**config.mk**
```make
export PLATFORM = sky130hd
export DESIGN_NAME = ppu_top
export DESIGN_NICKNAME = d
export VERILOG_FILES = /design/src/design/ppu_pkg.sv /design/src/design/ppu_color_out.sv /design/src/design/ppu_reg_decode.sv /design/src/design/ppu_scroll.sv /design/src/design/ppu_timing.sv /design/src/design/ppu_top.sv /design/src/design/ppu_vram_port.sv
export VERILOG_INCLUDE_DIRS = /design/src /design/src/design
export SDC_FILE = /design/constraint.sdc
export NUM_CORES = 1
export LEC_CHECK = 0
export BUFFER_PORTS_ARGS = -buffer_cell sky130_fd_sc_hd__buf_2
export CELL_PAD_IN_SITES_DETAIL_PLACEMENT = 1
export CELL_PAD_IN_SITES_GLOBAL_PLACEMENT = 2
export CORE_UTILIZATION = 34
export CTS_BUF_LIST = sky130_fd_sc_hd__clkbuf_16
export DETAILED_ROUTE_END_ITERATION = 6
export GPL_ROUTABILITY_DRIVEN = 0
export MAX_ROUTING_LAYER = met4
export PLACE_DENSITY = 0.73
export SLEW_MARGIN = 20
export SYNTH_ARGS = -nofsm -noshare
export SYNTH_HDL_FRONTEND = slang
export SYNTH_SLANG_ARGS = --single-unit
```
**constraint.sdc**
```tcl
create_clock -name clk -period 2.75 [get_ports clk]
set_input_delay 0.1375 -clock clk [delete_from_list [all_inputs] [get_ports clk]]
set_output_delay 0.1375 -clock clk [all_outputs]
set_load 0.005 [all_outputs]
```
**src/design/ppu_consts.svh**
```systemverilog
/* Fixed console constants for the picture unit
   Register numbers, line and cycle limits, VRAM address fields and the power-up palette */
`ifndef PPU_CONSTS_SVH
`define PPU_CONSTS_SVH

// CPU register window selected by the low 3 address bits
`define PPU_REG_CTRL      3'd0
`define PPU_REG_MASK      3'd1
`define PPU_REG_STATUS    3'd2
`define PPU_REG_OAM_ADDR  3'd3  // Sprite registers have no effect
`define PPU_REG_OAM_DATA  3'd4
`define PPU_REG_SCROLL    3'd5
`define PPU_REG_ADDR      3'd6
`define PPU_REG_DATA      3'd7

`define PPU_LAST_VISIBLE_LINE  9'd239
`define PPU_VBLANK_START_LINE  9'd240  // Idle line before vblank
`define PPU_VBLANK_END_LINE    9'd260
`define PPU_PRE_RENDER_LINE    9'd511  // Line -1

`define PPU_LAST_CYCLE_GROUP   6'd42   // Cycles 336..343
`define PPU_HSCROLL_COPY_CYCLE 9'd256
`define PPU_VSCROLL_INC_CYCLE  9'd251
`define PPU_VCOPY_CYCLE        9'd304

`define PPU_NAME_TABLE_BASE    2'b10   // 0x2000 region
`define PPU_ATTR_OFFSET        4'b1111 // Attribute block at 0x3C0 in each table
`define PPU_PALETTE_PAGE       6'h3F

`define PPU_PALETTE_INIT { \
  6'h0F, 6'h2C, 6'h10, 6'h1C, 6'h0F, 6'h37, 6'h27, 6'h07, \
  6'h0F, 6'h28, 6'h16, 6'h07, 6'h0F, 6'h28, 6'h0F, 6'h2C, \
  6'h0F, 6'h0F, 6'h2C, 6'h11, 6'h0F, 6'h0F, 6'h20, 6'h38, \
  6'h0F, 6'h0F, 6'h15, 6'h27, 6'h0F, 6'h0F, 6'h11, 6'h3C}

`endif

```
**src/design/ppu_pkg.sv**
```systemverilog
/* Shared types for the picture unit RTL
   Width typedefs and the packed bundles passed between the blocks */
package ppu_pkg;

  typedef logic [8:0]  scanline_t;  // 511 is the pre-render line
  typedef logic [8:0]  cycle_t;     // Pixel cycle in the line
  typedef logic [13:0] vram_addr_t;
  typedef logic [14:0] loopy_t;     // Fine Y in bits 14:12
  typedef logic [7:0]  reg_data_t;
  typedef logic [5:0]  color_t;
  typedef logic [4:0]  pal_addr_t;
  typedef logic [3:0]  bg_pixel_t;  // Attribute pair over pattern pair

  // CPU side of the register window
  typedef struct packed {
    logic [2:0] ain;   // Register number
    reg_data_t  din;
    logic       read;
    logic       write;
  } cpu_bus_s;

  // One-cycle register access strobes
  typedef struct packed {
    logic ctrl_wr;
    logic mask_wr;
    logic status_rd;
    logic scroll_wr;
    logic addr_wr;
    logic data_rd;
    logic data_wr;
  } reg_access_s;

  typedef struct packed {
    logic grayscale;
    logic playfield_clip;    // Show background in the left 8 pixels
    logic enable_playfield;
  } mask_s;

  typedef struct packed {
    scanline_t scanline;
    cycle_t    cycle;
    logic      is_pre_render;
    logic      end_of_line;          // Last cycle of the line
    logic      at_last_cycle_group;
    logic      entering_vblank;      // Last cycle of line 240
    logic      exiting_vblank;       // Last cycle of line 260
  } timing_s;

endpackage

```
**src/design/ppu_color_out.sv**
```systemverilog
/* Palette RAM and CPU read path
   Maps background pixels to colors and muxes status, palette and buffered VRAM data */
`timescale 1ns/1ns
`include "ppu_consts.svh"

module ppu_color_out import ppu_pkg::*; (
  input  logic        clk,
  input  logic        reset,
  input  reg_access_s acc,
  input  logic [2:0]  cpu_ain,
  input  reg_data_t   din,
  input  logic        is_rendering,
  input  logic        pal_access,
  input  loopy_t      loopy,
  input  bg_pixel_t   bg_pixel,
  input  mask_s       mask,
  input  reg_data_t   status_byte,
  input  logic        vram_r,
  input  reg_data_t   vram_din,
  output color_t      color,
  output reg_data_t   dout
);

  color_t [0:31] pal_mem;
  pal_addr_t     pal_idx;
  pal_addr_t     pal_rd_idx;  // Entry 0 of every group folds to the backdrop
  color_t        pal_color;
  logic          pal_wr;
  logic          rd_pending;  // VRAM data arrives the cycle after vram_r
  reg_data_t     read_buf;

  always_comb begin
    if (is_rendering) begin
      pal_idx = {1'b0, bg_pixel};
    end else if (pal_access) begin
      pal_idx = loopy[4:0];
    end else begin
      pal_idx = '0;  // Backdrop while idle
    end
  end

  assign pal_rd_idx = (pal_idx[1:0] == 2'b00) ? '0 : pal_idx;
  assign pal_color  = pal_mem[pal_rd_idx];

  // Entries 4, 8 and 12 of each half are not writable
  assign pal_wr = acc.data_wr && pal_access &&
                  !((pal_idx[3:2] != 2'b00) && (pal_idx[1:0] == 2'b00));

  always_ff @(posedge clk) begin
    if (reset) begin
      pal_mem <= `PPU_PALETTE_INIT;
    end else if (pal_wr) begin
      pal_mem[pal_rd_idx] <= din[5:0];
    end
  end

  assign color = mask.grayscale ? {pal_color[5:4], 4'b0000} : pal_color;

  always_ff @(posedge clk) begin
    if (reset) begin
      rd_pending <= 1'b0;
      read_buf   <= '0;
    end else begin
      rd_pending <= vram_r;
      if (rd_pending) read_buf <= vram_din;
    end
  end

  // Palette reads bypass the buffer
  always_comb begin
    if (cpu_ain == `PPU_REG_STATUS) begin
      dout = status_byte;
    end else if (pal_access) begin
      dout = {2'b00, color};
    end else begin
      dout = read_buf;
    end
  end

endmodule

```
**src/design/ppu_reg_decode.sv**
```systemverilog
/* CPU register decode for the picture unit
   Turns bus cycles into access strobes and keeps control, mask and the vblank flag */
`timescale 1ns/1ns
`include "ppu_consts.svh"

module ppu_reg_decode import ppu_pkg::*; (
  input  logic        clk,
  input  logic        reset,
  input  cpu_bus_s    cpu,
  input  logic        entering_vblank,
  input  logic        exiting_vblank,
  output reg_access_s acc,
  output mask_s       mask,
  output logic        bg_patt,     // Background pattern table select
  output logic        addr_incr,   // Data port steps by 32 when set
  output logic        nmi,
  output reg_data_t   status_byte
);

  logic nmi_enable;   // Control bit 7
  logic vblank_flag;  // Status bit 7

  // Strobes follow the bus in the same cycle
  always_comb begin
    acc.ctrl_wr   = cpu.write && (cpu.ain == `PPU_REG_CTRL);
    acc.mask_wr   = cpu.write && (cpu.ain == `PPU_REG_MASK);
    acc.status_rd = cpu.read  && (cpu.ain == `PPU_REG_STATUS);
    acc.scroll_wr = cpu.write && (cpu.ain == `PPU_REG_SCROLL);
    acc.addr_wr   = cpu.write && (cpu.ain == `PPU_REG_ADDR);
    acc.data_rd   = cpu.read  && (cpu.ain == `PPU_REG_DATA);
    acc.data_wr   = cpu.write && (cpu.ain == `PPU_REG_DATA);
  end

  always_ff @(posedge clk) begin
    if (reset) begin
      bg_patt    <= 1'b0;
      addr_incr  <= 1'b0;
      nmi_enable <= 1'b0;
      mask       <= '0;
    end else begin
      if (acc.ctrl_wr) begin
        addr_incr  <= cpu.din[2];
        bg_patt    <= cpu.din[4];
        nmi_enable <= cpu.din[7];
      end
      if (acc.mask_wr) begin
        mask.grayscale        <= cpu.din[0];
        mask.playfield_clip   <= cpu.din[1];
        mask.enable_playfield <= cpu.din[3];
      end
    end
  end

  // Status read wins over a vblank entry in the same cycle
  always_ff @(posedge clk) begin
    if (reset) begin
      vblank_flag <= 1'b0;
    end else if (acc.status_rd || exiting_vblank) begin
      vblank_flag <= 1'b0;
    end else if (entering_vblank) begin
      vblank_flag <= 1'b1;
    end
  end

  assign nmi         = vblank_flag && nmi_enable;
  assign status_byte = {vblank_flag, 7'b0000000};  // Sprite hit and overflow read as zero

endmodule

```
**src/design/ppu_scroll.sv**
```systemverilog
/* Loopy scroll and VRAM address registers
   Current and temporary address, fine X and the shared write latch of scroll and address */
`timescale 1ns/1ns
`include "ppu_consts.svh"

module ppu_scroll import ppu_pkg::*; (
  input  logic        clk,
  input  logic        reset,
  input  reg_access_s acc,
  input  reg_data_t   din,
  input  logic        addr_incr,
  input  timing_s     tm,
  input  logic        is_rendering,
  output loopy_t      loopy,
  output logic [2:0]  fine_x
);

  loopy_t     cur_addr;   // v
  loopy_t     tmp_addr;   // t
  logic [2:0] fine_x_q;
  logic       second_wr;  // Set between first and second write
  cycle_t     cyc;
  logic       coarse_x_step;

  assign cyc = tm.cycle;

  // Step after each attribute fetch, visible part plus the two prefetch tiles
  assign coarse_x_step = (cyc[2:0] == 3'd3) &&
                         ((cyc < `PPU_HSCROLL_COPY_CYCLE) ||
                          ((cyc >= 9'd320) && (cyc < 9'd336)));

  always_ff @(posedge clk) begin
    if (reset) begin
      cur_addr  <= '0;
      tmp_addr  <= '0;
      fine_x_q  <= '0;
      second_wr <= 1'b0;
    end else begin
      if (is_rendering) begin
        if (coarse_x_step) begin
          cur_addr[4:0] <= cur_addr[4:0] + 5'd1;
          cur_addr[10]  <= cur_addr[10] ^ (cur_addr[4:0] == 5'd31);  // Next table
        end
        if (cyc == `PPU_VSCROLL_INC_CYCLE) begin
          cur_addr[14:12] <= cur_addr[14:12] + 3'd1;
          if (cur_addr[14:12] == 3'd7) begin  // Fine Y wraps into coarse Y
            if (cur_addr[9:5] == 5'd29) begin
              cur_addr[9:5] <= 5'd0;
              cur_addr[11]  <= !cur_addr[11];
            end else begin
              cur_addr[9:5] <= cur_addr[9:5] + 5'd1;
            end
          end
        end
        if (cyc == `PPU_HSCROLL_COPY_CYCLE) begin
          {cur_addr[10], cur_addr[4:0]} <= {tmp_addr[10], tmp_addr[4:0]};
        end
        if ((cyc == `PPU_VCOPY_CYCLE) && tm.is_pre_render) begin
          cur_addr <= tmp_addr;  // Whole frame origin
        end
      end
      if (acc.ctrl_wr) begin
        tmp_addr[11:10] <= din[1:0];  // Base name table
      end else if (acc.scroll_wr) begin
        if (!second_wr) begin
          tmp_addr[4:0] <= din[7:3];
          fine_x_q      <= din[2:0];
        end else begin
          tmp_addr[9:5]   <= din[7:3];
          tmp_addr[14:12] <= din[2:0];
        end
        second_wr <= !second_wr;
      end else if (acc.addr_wr) begin
        if (!second_wr) begin
          tmp_addr[13:8] <= din[5:0];
          tmp_addr[14]   <= 1'b0;
        end else begin
          tmp_addr[7:0] <= din;
          cur_addr      <= {tmp_addr[14:8], din};
        end
        second_wr <= !second_wr;
      end else if (acc.status_rd) begin
        second_wr <= 1'b0;
      end else if ((acc.data_rd || acc.data_wr) && !is_rendering) begin
        cur_addr <= cur_addr + (addr_incr ? 15'd32 : 15'd1);
      end
    end
  end

  assign loopy  = cur_addr;
  assign fine_x = fine_x_q;

endmodule

```
**src/design/ppu_timing.sv**
```systemverilog
/* Scanline and pixel cycle counters
   Also keeps the vblank level and the odd-frame toggle that shortens the pre-render line */
`timescale 1ns/1ns
`include "ppu_consts.svh"

module ppu_timing import ppu_pkg::*; (
  input  logic    clk,
  input  logic    reset,
  input  logic    enable_playfield,
  output timing_s tm,
  output logic    is_rendering
);

  scanline_t scanline;
  cycle_t    cycle;
  logic      is_in_vblank;
  logic      odd_frame;     // Toggles once per frame
  logic      end_of_line;
  logic      last_group;

  assign last_group = (cycle[8:3] == `PPU_LAST_CYCLE_GROUP);

  // Odd frames drop the last cycle of the pre-render line while rendering
  always_comb begin
    if ((scanline == `PPU_PRE_RENDER_LINE) && odd_frame && is_rendering) begin
      end_of_line = last_group && (cycle[3:0] == 4'd3);  // Cycle 339
    end else begin
      end_of_line = last_group && (cycle[3:0] == 4'd4);  // Cycle 340
    end
  end

  assign is_rendering = enable_playfield && !is_in_vblank &&
                        (scanline != `PPU_VBLANK_START_LINE);

  always_ff @(posedge clk) begin
    if (reset) begin
      cycle        <= '0;
      scanline     <= '0;
      is_in_vblank <= 1'b1;
      odd_frame    <= 1'b0;
    end else begin
      cycle <= end_of_line ? '0 : cycle + 9'd1;
      if (tm.entering_vblank) is_in_vblank <= 1'b1;
      else if (tm.exiting_vblank) is_in_vblank <= 1'b0;
      if (end_of_line) begin
        // 260 wraps to line -1, and -1 rolls over to 0
        scanline <= tm.exiting_vblank ? `PPU_PRE_RENDER_LINE : scanline + 9'd1;
      end
      if (tm.exiting_vblank) odd_frame <= !odd_frame;
    end
  end

  always_comb begin
    tm.scanline            = scanline;
    tm.cycle               = cycle;
    tm.is_pre_render       = (scanline == `PPU_PRE_RENDER_LINE);
    tm.end_of_line         = end_of_line;
    tm.at_last_cycle_group = last_group;
    tm.entering_vblank     = end_of_line && (scanline == `PPU_VBLANK_START_LINE);
    tm.exiting_vblank      = end_of_line && (scanline == `PPU_VBLANK_END_LINE);
  end

endmodule

```
**src/design/ppu_top.sv**
```systemverilog
/* Background picture unit top level
   One pixel per clock, CPU register window on one side and the VRAM bus on the other */
`timescale 1ns/1ns

module ppu_top (
  input  logic                 clk,
  input  logic                 reset,
  input  ppu_pkg::cpu_bus_s    cpu,
  input  ppu_pkg::reg_data_t   vram_din,
  output ppu_pkg::color_t      color,
  output ppu_pkg::reg_data_t   dout,
  output logic                 nmi,
  output logic                 vram_r,
  output logic                 vram_w,
  output ppu_pkg::vram_addr_t  vram_a,
  output ppu_pkg::reg_data_t   vram_dout,
  output ppu_pkg::scanline_t   scanline,
  output ppu_pkg::cycle_t      cycle
);

  ppu_pkg::reg_access_s acc;
  ppu_pkg::mask_s       mask;
  ppu_pkg::timing_s     tm;
  ppu_pkg::reg_data_t   status_byte;
  ppu_pkg::loopy_t      loopy;
  ppu_pkg::bg_pixel_t   bg_pixel;
  logic                 bg_patt;
  logic                 addr_incr;
  logic                 is_rendering;
  logic [2:0]           fine_x;
  logic                 pal_access;  // Loopy address in the palette page

  ppu_reg_decode u_decode (.clk, .reset, .cpu, .entering_vblank(tm.entering_vblank),
                           .exiting_vblank(tm.exiting_vblank), .acc, .mask, .bg_patt,
                           .addr_incr, .nmi, .status_byte);

  ppu_timing u_timing (.clk, .reset, .enable_playfield(mask.enable_playfield), .tm,
                       .is_rendering);

  ppu_scroll u_scroll (.clk, .reset, .acc, .din(cpu.din), .addr_incr, .tm, .is_rendering,
                       .loopy, .fine_x);

  ppu_vram_port u_vram (.clk, .reset, .acc, .tm, .is_rendering, .loopy, .fine_x, .bg_patt,
                        .mask, .vram_din, .vram_a, .vram_r, .vram_w, .pal_access, .bg_pixel);

  ppu_color_out u_color (.clk, .reset, .acc, .cpu_ain(cpu.ain), .din(cpu.din), .is_rendering,
                         .pal_access, .loopy, .bg_pixel, .mask, .status_byte, .vram_r,
                         .vram_din, .color, .dout);

  assign vram_dout = cpu.din;  // CPU data goes straight to the VRAM bus
  assign scanline  = tm.scanline;
  assign cycle     = tm.cycle;

endmodule

```
**src/design/ppu_vram_port.sv**
```systemverilog
/* Background fetch pipeline and VRAM bus control
   Fetches name, attribute and pattern bytes per tile and shifts them out by fine X */
`timescale 1ns/1ns
`include "ppu_consts.svh"

module ppu_vram_port import ppu_pkg::*; (
  input  logic        clk,
  input  logic        reset,
  input  reg_access_s acc,
  input  timing_s     tm,
  input  logic        is_rendering,
  input  loopy_t      loopy,
  input  logic [2:0]  fine_x,
  input  logic        bg_patt,
  input  mask_s       mask,
  input  reg_data_t   vram_din,
  output vram_addr_t  vram_a,
  output logic        vram_r,
  output logic        vram_w,
  output logic        pal_access,
  output bg_pixel_t   bg_pixel
);

  logic [15:0] patt_lo_pipe;  // Pattern plane 0
  logic [15:0] patt_hi_pipe;  // Pattern plane 1
  logic [8:0]  attr_lo_pipe;
  logic [8:0]  attr_hi_pipe;
  reg_data_t   name_byte;
  logic [1:0]  attr_bits;     // Quadrant of the attribute byte
  reg_data_t   patt_lo;
  logic [1:0]  attr_sel;
  logic [3:0]  pipe_idx;
  bg_pixel_t   raw_pixel;
  logic        show_bg;

  // Leftmost pixel sits in bit 0 of the pipes
  function automatic reg_data_t bit_rev(input reg_data_t b);
    reg_data_t r;
    for (int i = 0; i < 8; i++) r[i] = b[7 - i];
    return r;
  endfunction

  assign attr_sel = {loopy[6], loopy[1]};  // Coarse Y bit 1, coarse X bit 1

  always_ff @(posedge clk) begin
    if (reset) begin
      name_byte    <= '0;
      attr_bits    <= '0;
      patt_lo      <= '0;
      patt_lo_pipe <= '0;
      patt_hi_pipe <= '0;
      attr_lo_pipe <= '0;
      attr_hi_pipe <= '0;
    end else begin
      case (tm.cycle[2:0])
        3'd1: name_byte <= vram_din;
        3'd3: attr_bits <= vram_din[{attr_sel, 1'b0} +: 2];
        3'd5: patt_lo   <= vram_din;
        default: ;  // Plane 1 goes straight into the pipe at cycle 7
      endcase
      if (!tm.at_last_cycle_group) begin
        patt_lo_pipe[14:0] <= patt_lo_pipe[15:1];
        patt_hi_pipe[14:0] <= patt_hi_pipe[15:1];
        attr_lo_pipe[7:0]  <= attr_lo_pipe[8:1];
        attr_hi_pipe[7:0]  <= attr_hi_pipe[8:1];
        if (tm.cycle[2:0] == 3'd7) begin
          patt_lo_pipe[15:8] <= bit_rev(patt_lo);
          patt_hi_pipe[15:8] <= bit_rev(vram_din);
          attr_lo_pipe[8]    <= attr_bits[0];
          attr_hi_pipe[8]    <= attr_bits[1];
        end
      end
    end
  end

  assign pipe_idx  = {1'b0, fine_x};
  assign raw_pixel = {attr_hi_pipe[pipe_idx], attr_lo_pipe[pipe_idx],
                      patt_hi_pipe[pipe_idx], patt_lo_pipe[pipe_idx]};
  assign show_bg   = (mask.playfield_clip || (tm.cycle[7:3] != 5'd0)) && mask.enable_playfield;
  assign bg_pixel  = {raw_pixel[3:2], show_bg ? raw_pixel[1:0] : 2'b00};

  assign pal_access = (loopy[13:8] == `PPU_PALETTE_PAGE);

  // Fetch slot decides the address while rendering
  always_comb begin
    if (!is_rendering) begin
      vram_a = loopy[13:0];
    end else if (tm.cycle[2:1] == 2'd0) begin
      vram_a = {`PPU_NAME_TABLE_BASE, loopy[11:0]};  // Name byte
    end else if (tm.cycle[2:1] == 2'd1) begin
      vram_a = {`PPU_NAME_TABLE_BASE, loopy[11:10], `PPU_ATTR_OFFSET,
                loopy[9:7], loopy[4:2]};              // Attribute byte
    end else begin
      vram_a = {1'b0, bg_patt, name_byte, tm.cycle[1], loopy[14:12]};  // Pattern planes
    end
  end

  assign vram_r = acc.data_rd || (is_rendering && !tm.cycle[0] && !tm.end_of_line);
  assign vram_w = acc.data_wr && !pal_access && !is_rendering;

endmodule

```
# Yosys cells after proc, flatten, opt, wreduce, memory -nomap -nowiden
# Cells that the tools add are included.
[op_classes]
add_sub_neg = 6
n_eq_ne = 29
n_mux = 60
reduce_logical = 62
n_lt_le_gt_ge = 6
shifts = 1
n_bitwise = 5
[op_table]
columns = ["operator", "count"]
rows = [
  ["$bwmux 192", 1],
  ["$mux 15", 9],
  ["$mux 5", 10],
  ["$mux 14", 3],
  ["$eq 9x9->1 const B", 4],
  ["$bmux 6 s5", 1],
  ["$demux 6 s5", 1],
  ["$logic_and 1x1->1", 29],
  ["$mux 6", 4],
  ["$mux 8", 3],
  ["$mux 7", 3],
  ["$add 9x1->9 const B", 2],
  ["$eq 3x3->1 const B", 6],
  ["$eq 9x8->1 const B", 2],
  ["$lt 9x9->1 const B", 2],
  ["$add 15x15->15", 1],
  ["$bmux 1 s3", 4],
  ["$eq 6x6->1 const B", 2],
  ["$mux 1", 12],
  ["$add 5x1->5 const B", 2],
  ["$eq 5x5->1 const B", 2],
  ["$mux 10", 1],
  ["$ge 9x9->1 const B", 1],
  ["$logic_not 1->1", 9],
  ["other kinds (30)", 55],
]
[word_totals]
out_inout_bits = 57
word_cells = 232
regBits = 330
inputBits = 23

# Depth between registers and ports, before layout
[logic_depth]
depth_word = 14
depth_mapped = 14
mapped_depth_nobuf = 13

# Cells and area by module
# Synthesis repeated with hierarchy kept, for this count alone.
[unflattened]
hier_cells = 1696
hier_area_um2 = 14938.1
[modules_own_cells]
columns = ["mod", "seq_area_each_um2", "n_inst", "cells_per_inst", "area_each_um2"]
rows = [
  ["ppu_color_out", 3263.1, 1, 863, 7524.7],
  ["ppu_vram_port", 1361.3, 1, 329, 3286.9],
  ["ppu_scroll", 680.7, 1, 324, 2577.5],
  ["ppu_timing", 400.4, 1, 123, 1036.0],
  ["ppu_reg_decode", 140.1, 1, 49, 452.9],
  ["ppu_top", 0.0, 1, 8, 60.1],
]

# Worst setup path after synthesis
# Ideal clock, no wire load.
[synth_timing]
path_type = "register to output"
from = "reg u_timing.scanline[5]"
to = "out dout[3]"
required_ps = 2612
slack_ps = -131
path_buffers = 2
path_stages_with_launch = 12
arrival_ps = 2744
cell_sequence = "dfxtp_1 nand4_2 o41ai_4 buf_4 mux2i_1 buf_2 mux2i_1 mux2_2 a211oi_1 a2111o_1 a22oi_1 nor2_1"
[synth_via]
elab_chain_len = 12
[synth_lines]
columns = ["item", "line_no", "rtl"]
rows = [
  ["start: declaration", "ppu_timing.sv:14", "scanline_t scanline;"],
  ["start signal: assignment", "ppu_timing.sv:47", "scanline <= tm.exiting_vblank ? `PPU_PRE_RENDER_LINE : scanline + 9'd1;"],
  ["$ne 9x8->1 (no line) (*)", "--", ""],
  ["$logic_and 1x1->1 (*)", "ppu_timing.sv:32", "assign is_rendering = enable_playfield && !is_in_vblank &&"],
  ["$mux 5 (*)", "ppu_color_out.sv:33", "if (is_rendering) begin"],
  ["$logic_not 2->1", "ppu_color_out.sv:42", "assign pal_rd_idx = (pal_idx[1:0] == 2'b00) ? '0 : pal_idx;"],
  ["$mux 5 (*)", "ppu_color_out.sv:42", ""],
  ["$not 5->6 (implied by the code) (*)", "ppu_color_out.sv:43", "assign pal_color = pal_mem[pal_rd_idx];"],
  ["$bmux 6 s5 (*)", "ppu_color_out.sv:43", ""],
  ["$mux 6 (implied by the code) (*) (2 in a row)", "ppu_color_out.sv:43", ""],
  ["$mux 4 (*)", "ppu_color_out.sv:57", "assign color = mask.grayscale ? {pal_color[5:4], 4'b0000} : pal_color;"],
  ["$mux 8 (*)", "ppu_color_out.sv:73", "end else if (pal_access) begin"],
  ["$mux 8 (*)", "ppu_color_out.sv:71", "if (cpu_ain == `PPU_REG_STATUS) begin"],
  ["end: declaration", "ppu_top.sv:11", "output ppu_pkg::reg_data_t dout,"],
]
# Every way passes the cells marked *; elsewhere a longest branch is shown, timed or not. The select of a mux whose other input is x is not followed.

# Final worst setup path
[layout_timing]
from = "reg u_scroll.fine_x_q[1] (netlist: u_scroll.fine_x[1])"
to = "out dout[0]"
[layout_via]
elab_chain_len = 13
elab_cells_between_ends = 19
classes_between = "mux (17); bitwise (1); reduce/logical (1)"
[layout_lines]
columns = ["item", "line_no", "rtl"]
rows = [
  ["start: declaration", "ppu_scroll.sv:20", "logic [2:0] fine_x_q;"],
  ["start signal: assignment", "ppu_scroll.sv:67", "fine_x_q <= din[2:0];"],
  ["$bmux 1 s3", "ppu_vram_port.sv:78", "patt_hi_pipe[pipe_idx], patt_lo_pipe[pipe_idx]};"],
  ["$mux 1 (implied by the code)", "ppu_vram_port.sv:78", ""],
  ["$mux 2", "ppu_vram_port.sv:80", "assign bg_pixel = {raw_pixel[3:2], show_bg ? raw_pixel[1:0] : 2'b00};"],
  ["$mux 5 (*)", "ppu_color_out.sv:33", ""],
  ["$logic_not 2->1", "ppu_color_out.sv:42", ""],
  ["$mux 5 (*)", "ppu_color_out.sv:42", ""],
  ["$not 5->6 (implied by the code) (*)", "ppu_color_out.sv:43", ""],
  ["$bmux 6 s5 (*)", "ppu_color_out.sv:43", ""],
  ["$mux 6 (implied by the code) (*) (2 in a row)", "ppu_color_out.sv:43", ""],
  ["$mux 4 (*)", "ppu_color_out.sv:57", ""],
  ["$mux 8 (*)", "ppu_color_out.sv:73", ""],
  ["$mux 8 (*)", "ppu_color_out.sv:71", ""],
]
# Marked as above.

==> metrics.txt <==
P_sw 2.29 mW; final setup margin -1050 ps; CTS tree built; die area 0.0439 sq mm; vias in the first global route 15,600; register area share after synthesis 39.5%; final design area excluding fillers 0.0208 sq mm; insertion delay to the later sink of the worst-skew pair 570 ps; asr flop ratio synth 0%; static leakage 8.04 nW; DP Wirelength 41.2 mm; die width 209 microns; drt wl/cell 22.7 microns; clk_skew 23.2 ps; number of setup violations in the final report 186; Core Region 0.0422 sq mm; cell internal pwr 6.72 mW; Relative slew margins 36.9%; final wirelength 60.2 mm; failing checks setup timing; vias per cell 5.59; sequential power share 47.2%; Post-Syn Area per Cell 8.37 sq um; Post-synth EDFFs 0; Clock power frac 47.5%; # rows 75; Setup crit start kind flip-flop; Mapped Area 0.0146 sq mm; Crit path arrival time 3660 ps; clk slew on worst S/H paths 60 ps; Final Max Tran Viols 0; GRT Overall Usage 27.9%; Final period util 138%; post-route ant nets 0; Netlist cell types 90; Synth Flop Type dfxtp_1; first-pass GRT wire length 92.1 mm; router iterations before antenna repair 5; Port Buffers 79; fin util 49.3%; drc violations 0; Num Clock Sinks 289; logic gate share of total power 5.4%; initial DRC count 933; Max rail drop VDD 475 uV; Overflow after GRT 0; Root Buffer clkbuf_16; clock buffer depth 3; n_diodes 0; pwr dens 433 mW/mm^2; Final #Nets 2,132; largest net degree at the start of global routing 102; YS warnings 0; Worst Path Required 2610 ps; Min Hold Slack 144 ps; fin crit period 3800 ps; Critical Path End Type primary output; worst min path class in2reg; vias 14,900; IO Count 80; status finished, violations left; synthesis-stage register bit count 289; antenna violations before repair 0; Fmax 263 MHz; Initial Util 34.7%; htree depth 2; Final Hold Viols 0; worst slew pin tran 947 ps; critical-path maximum fanout 5; switch share 25.5%; Placed Area 0.0176 sq mm; total CTS buffers 35; unrepaired setup endpoints after global routing true; Gate Count Post-Synth 1,748; Area Growth Syn to Fin 42.3%; kind of critical path reg2out; fraction of layout cells with a size suffix above 1 34.8%; syn nets 1,788; Die Ht 209 microns; Max Cap Viol 0
==> sequential cells by signal, summed over array words and instances (netlist names), 2 cells and up <==
name,cells
u_color.pal_mem,151
u_vram.patt_hi_pipe,16
u_vram.patt_lo_pipe,16
u_scroll.loopy,15
u_scroll.tmp_addr,15
u_timing.cycle,9
u_timing.scanline,9
u_vram.attr_hi_pipe,9
u_vram.attr_lo_pipe,9
u_color.read_buf,8
u_vram.name_byte,8
u_vram.patt_lo,8
u_decode.mask,3
u_scroll.fine_x,3
u_vram.attr_bits,2
==> Yosys cell counts, types with 34 or more instances <==
| master | instances | area share, % |
|---|---|---|
| a21oi_1 | 123 | 4.2 |
| nand3_1 | 70 | 2.4 |
| nor2b_1 | 62 | 2.7 |
| o21ai_0 | 45 | 1.5 |
| a211oi_1 | 37 | 1.9 |
| nand2_1 | 236 | 6.1 |
| a211o_1 | 72 | 4.3 |
| dfxtp_1 | 289 | 40 |
| o22ai_1 | 34 | 1.5 |
| nor2_1 | 199 | 5.1 |
| clkbuf_1 | 110 | 2.8 |
| mux2i_1 | 98 | 6.7 |
==> layer usage <==
metal	GRT usage [%]	vias to the layer above	wire [microns]
li1	-	6929	-
met1	33.6	7463	25600
met2	48.6	364	30500
met3	3.73	94	2600
met4	8.00	0	1440
met5	-	-	0
==> logic make-up after synthesis <==
group           synth area share (%)
mux                             9.10
flops                           39.5
compound gates                  19.6
xor+xnor                        1.32
simple gates                    24.0
buf+inv                         5.05
fa+ha+maj                       1.45
==> stage by stage <==
stage | power, mW | instances | setup slack [ps] | setup TNS (ps)
after floorplan | 4.58 | 1748 | -56.1 | -761
after global placement | 4.77 | 2503 | -601 | -70140
after detailed placement | 4.78 | 2503 | -661 | -83520
after CTS | 9.11 | 2642 | -1020 | -68610
after global routing | 9.33 | 2657 | -1150 | -87620
final | 9.01 | 2657 | -1050 | -67310
==> power by group through the flow <==
stage	combinational [mW]	clock, mW	sequential (mW)
floorplan	0.256	0	4.33
global placement	0.426	0	4.34
detailed placement	0.433	0	4.34
CTS	0.472	4.39	4.25
global route	0.517	4.56	4.25
finish	0.483	4.28	4.25
==> path summary, 6_finish.rpt <==
| path | slack (ps) | to | cells past startpoint | start |
|---|---|---|---|---|
| max | -1050 | dout[0] | 13 | u_scroll.fine_x[1]$_SDFFE_PP0P_ |
| min | 140 | u_color.pal_mem[148]$_SDFFE_PP0P_ | 3 | cpu[6] |
| max reg2reg | -590 | u_color.pal_mem[58]$_SDFFE_PP0P_ | 14 | u_scroll.fine_x[1]$_SDFFE_PP0P_ |
| min reg2reg | 450 | u_color.pal_mem[93]$_SDFFE_PP1P_ | 1 | u_color.pal_mem[93]$_SDFFE_PP1P_ |
==> cells in the final DEF, fill, tap and decap left out, types with 23 or more instances in the layout <==
master / netlist / final
nor2_1: 199 / 182
a21oi_1: 123 / 101
nand2_1: 236 / 202
dfxtp_1: 289 / 284
buf_4: 10 / 261
buf_2: 20 / 75
buf_6: 4 / 79
nand3_1: 70 / 53
o22ai_1: 34 / 24
buf_12: 0 / 23
mux2i_1: 98 / 90
inv_1: 20 / 28
clkbuf_16: 0 / 35
a211o_1: 72 / 70
nor2b_1: 62 / 58
o21ai_0: 45 / 37
a211oi_1: 37 / 32
==> worst max-delay path, stage by stage, from the launching register on <==
cell      delay (ps)
dfxtp_4          380
buf_12           120
mux4_2           530
mux2i_4          260
nor3_2            90
a21oi_2          250
buf_4            170
a211oi_2          40
o311ai_2         400
o221ai_2         170
a211oi_2         230
buf_4            180
a31o_1           140
buf_2            120
==> cell type report <==
class	instances	area, sq um
flip-flops and latches	289	5790
fillers	4882	21400
well taps	539	674
repair buffers	457	3920
clock inverters	28	160
inverters	21	78.8
clock buffers	35	876
multi-input cells	1288	9330
==> timing repair <==
action / in CTS / in global routing
hold endpoints to repair: 43 / 0
gates resized for setup: 246 / 86
setup endpoints to repair: 209 / 195
gates cloned: 2 / 0
hold buffers: 13 / 0
setup buffers: 66 / 19
pin swaps: 104 / 50
Note: power is estimated with default switching activity, not from simulation.
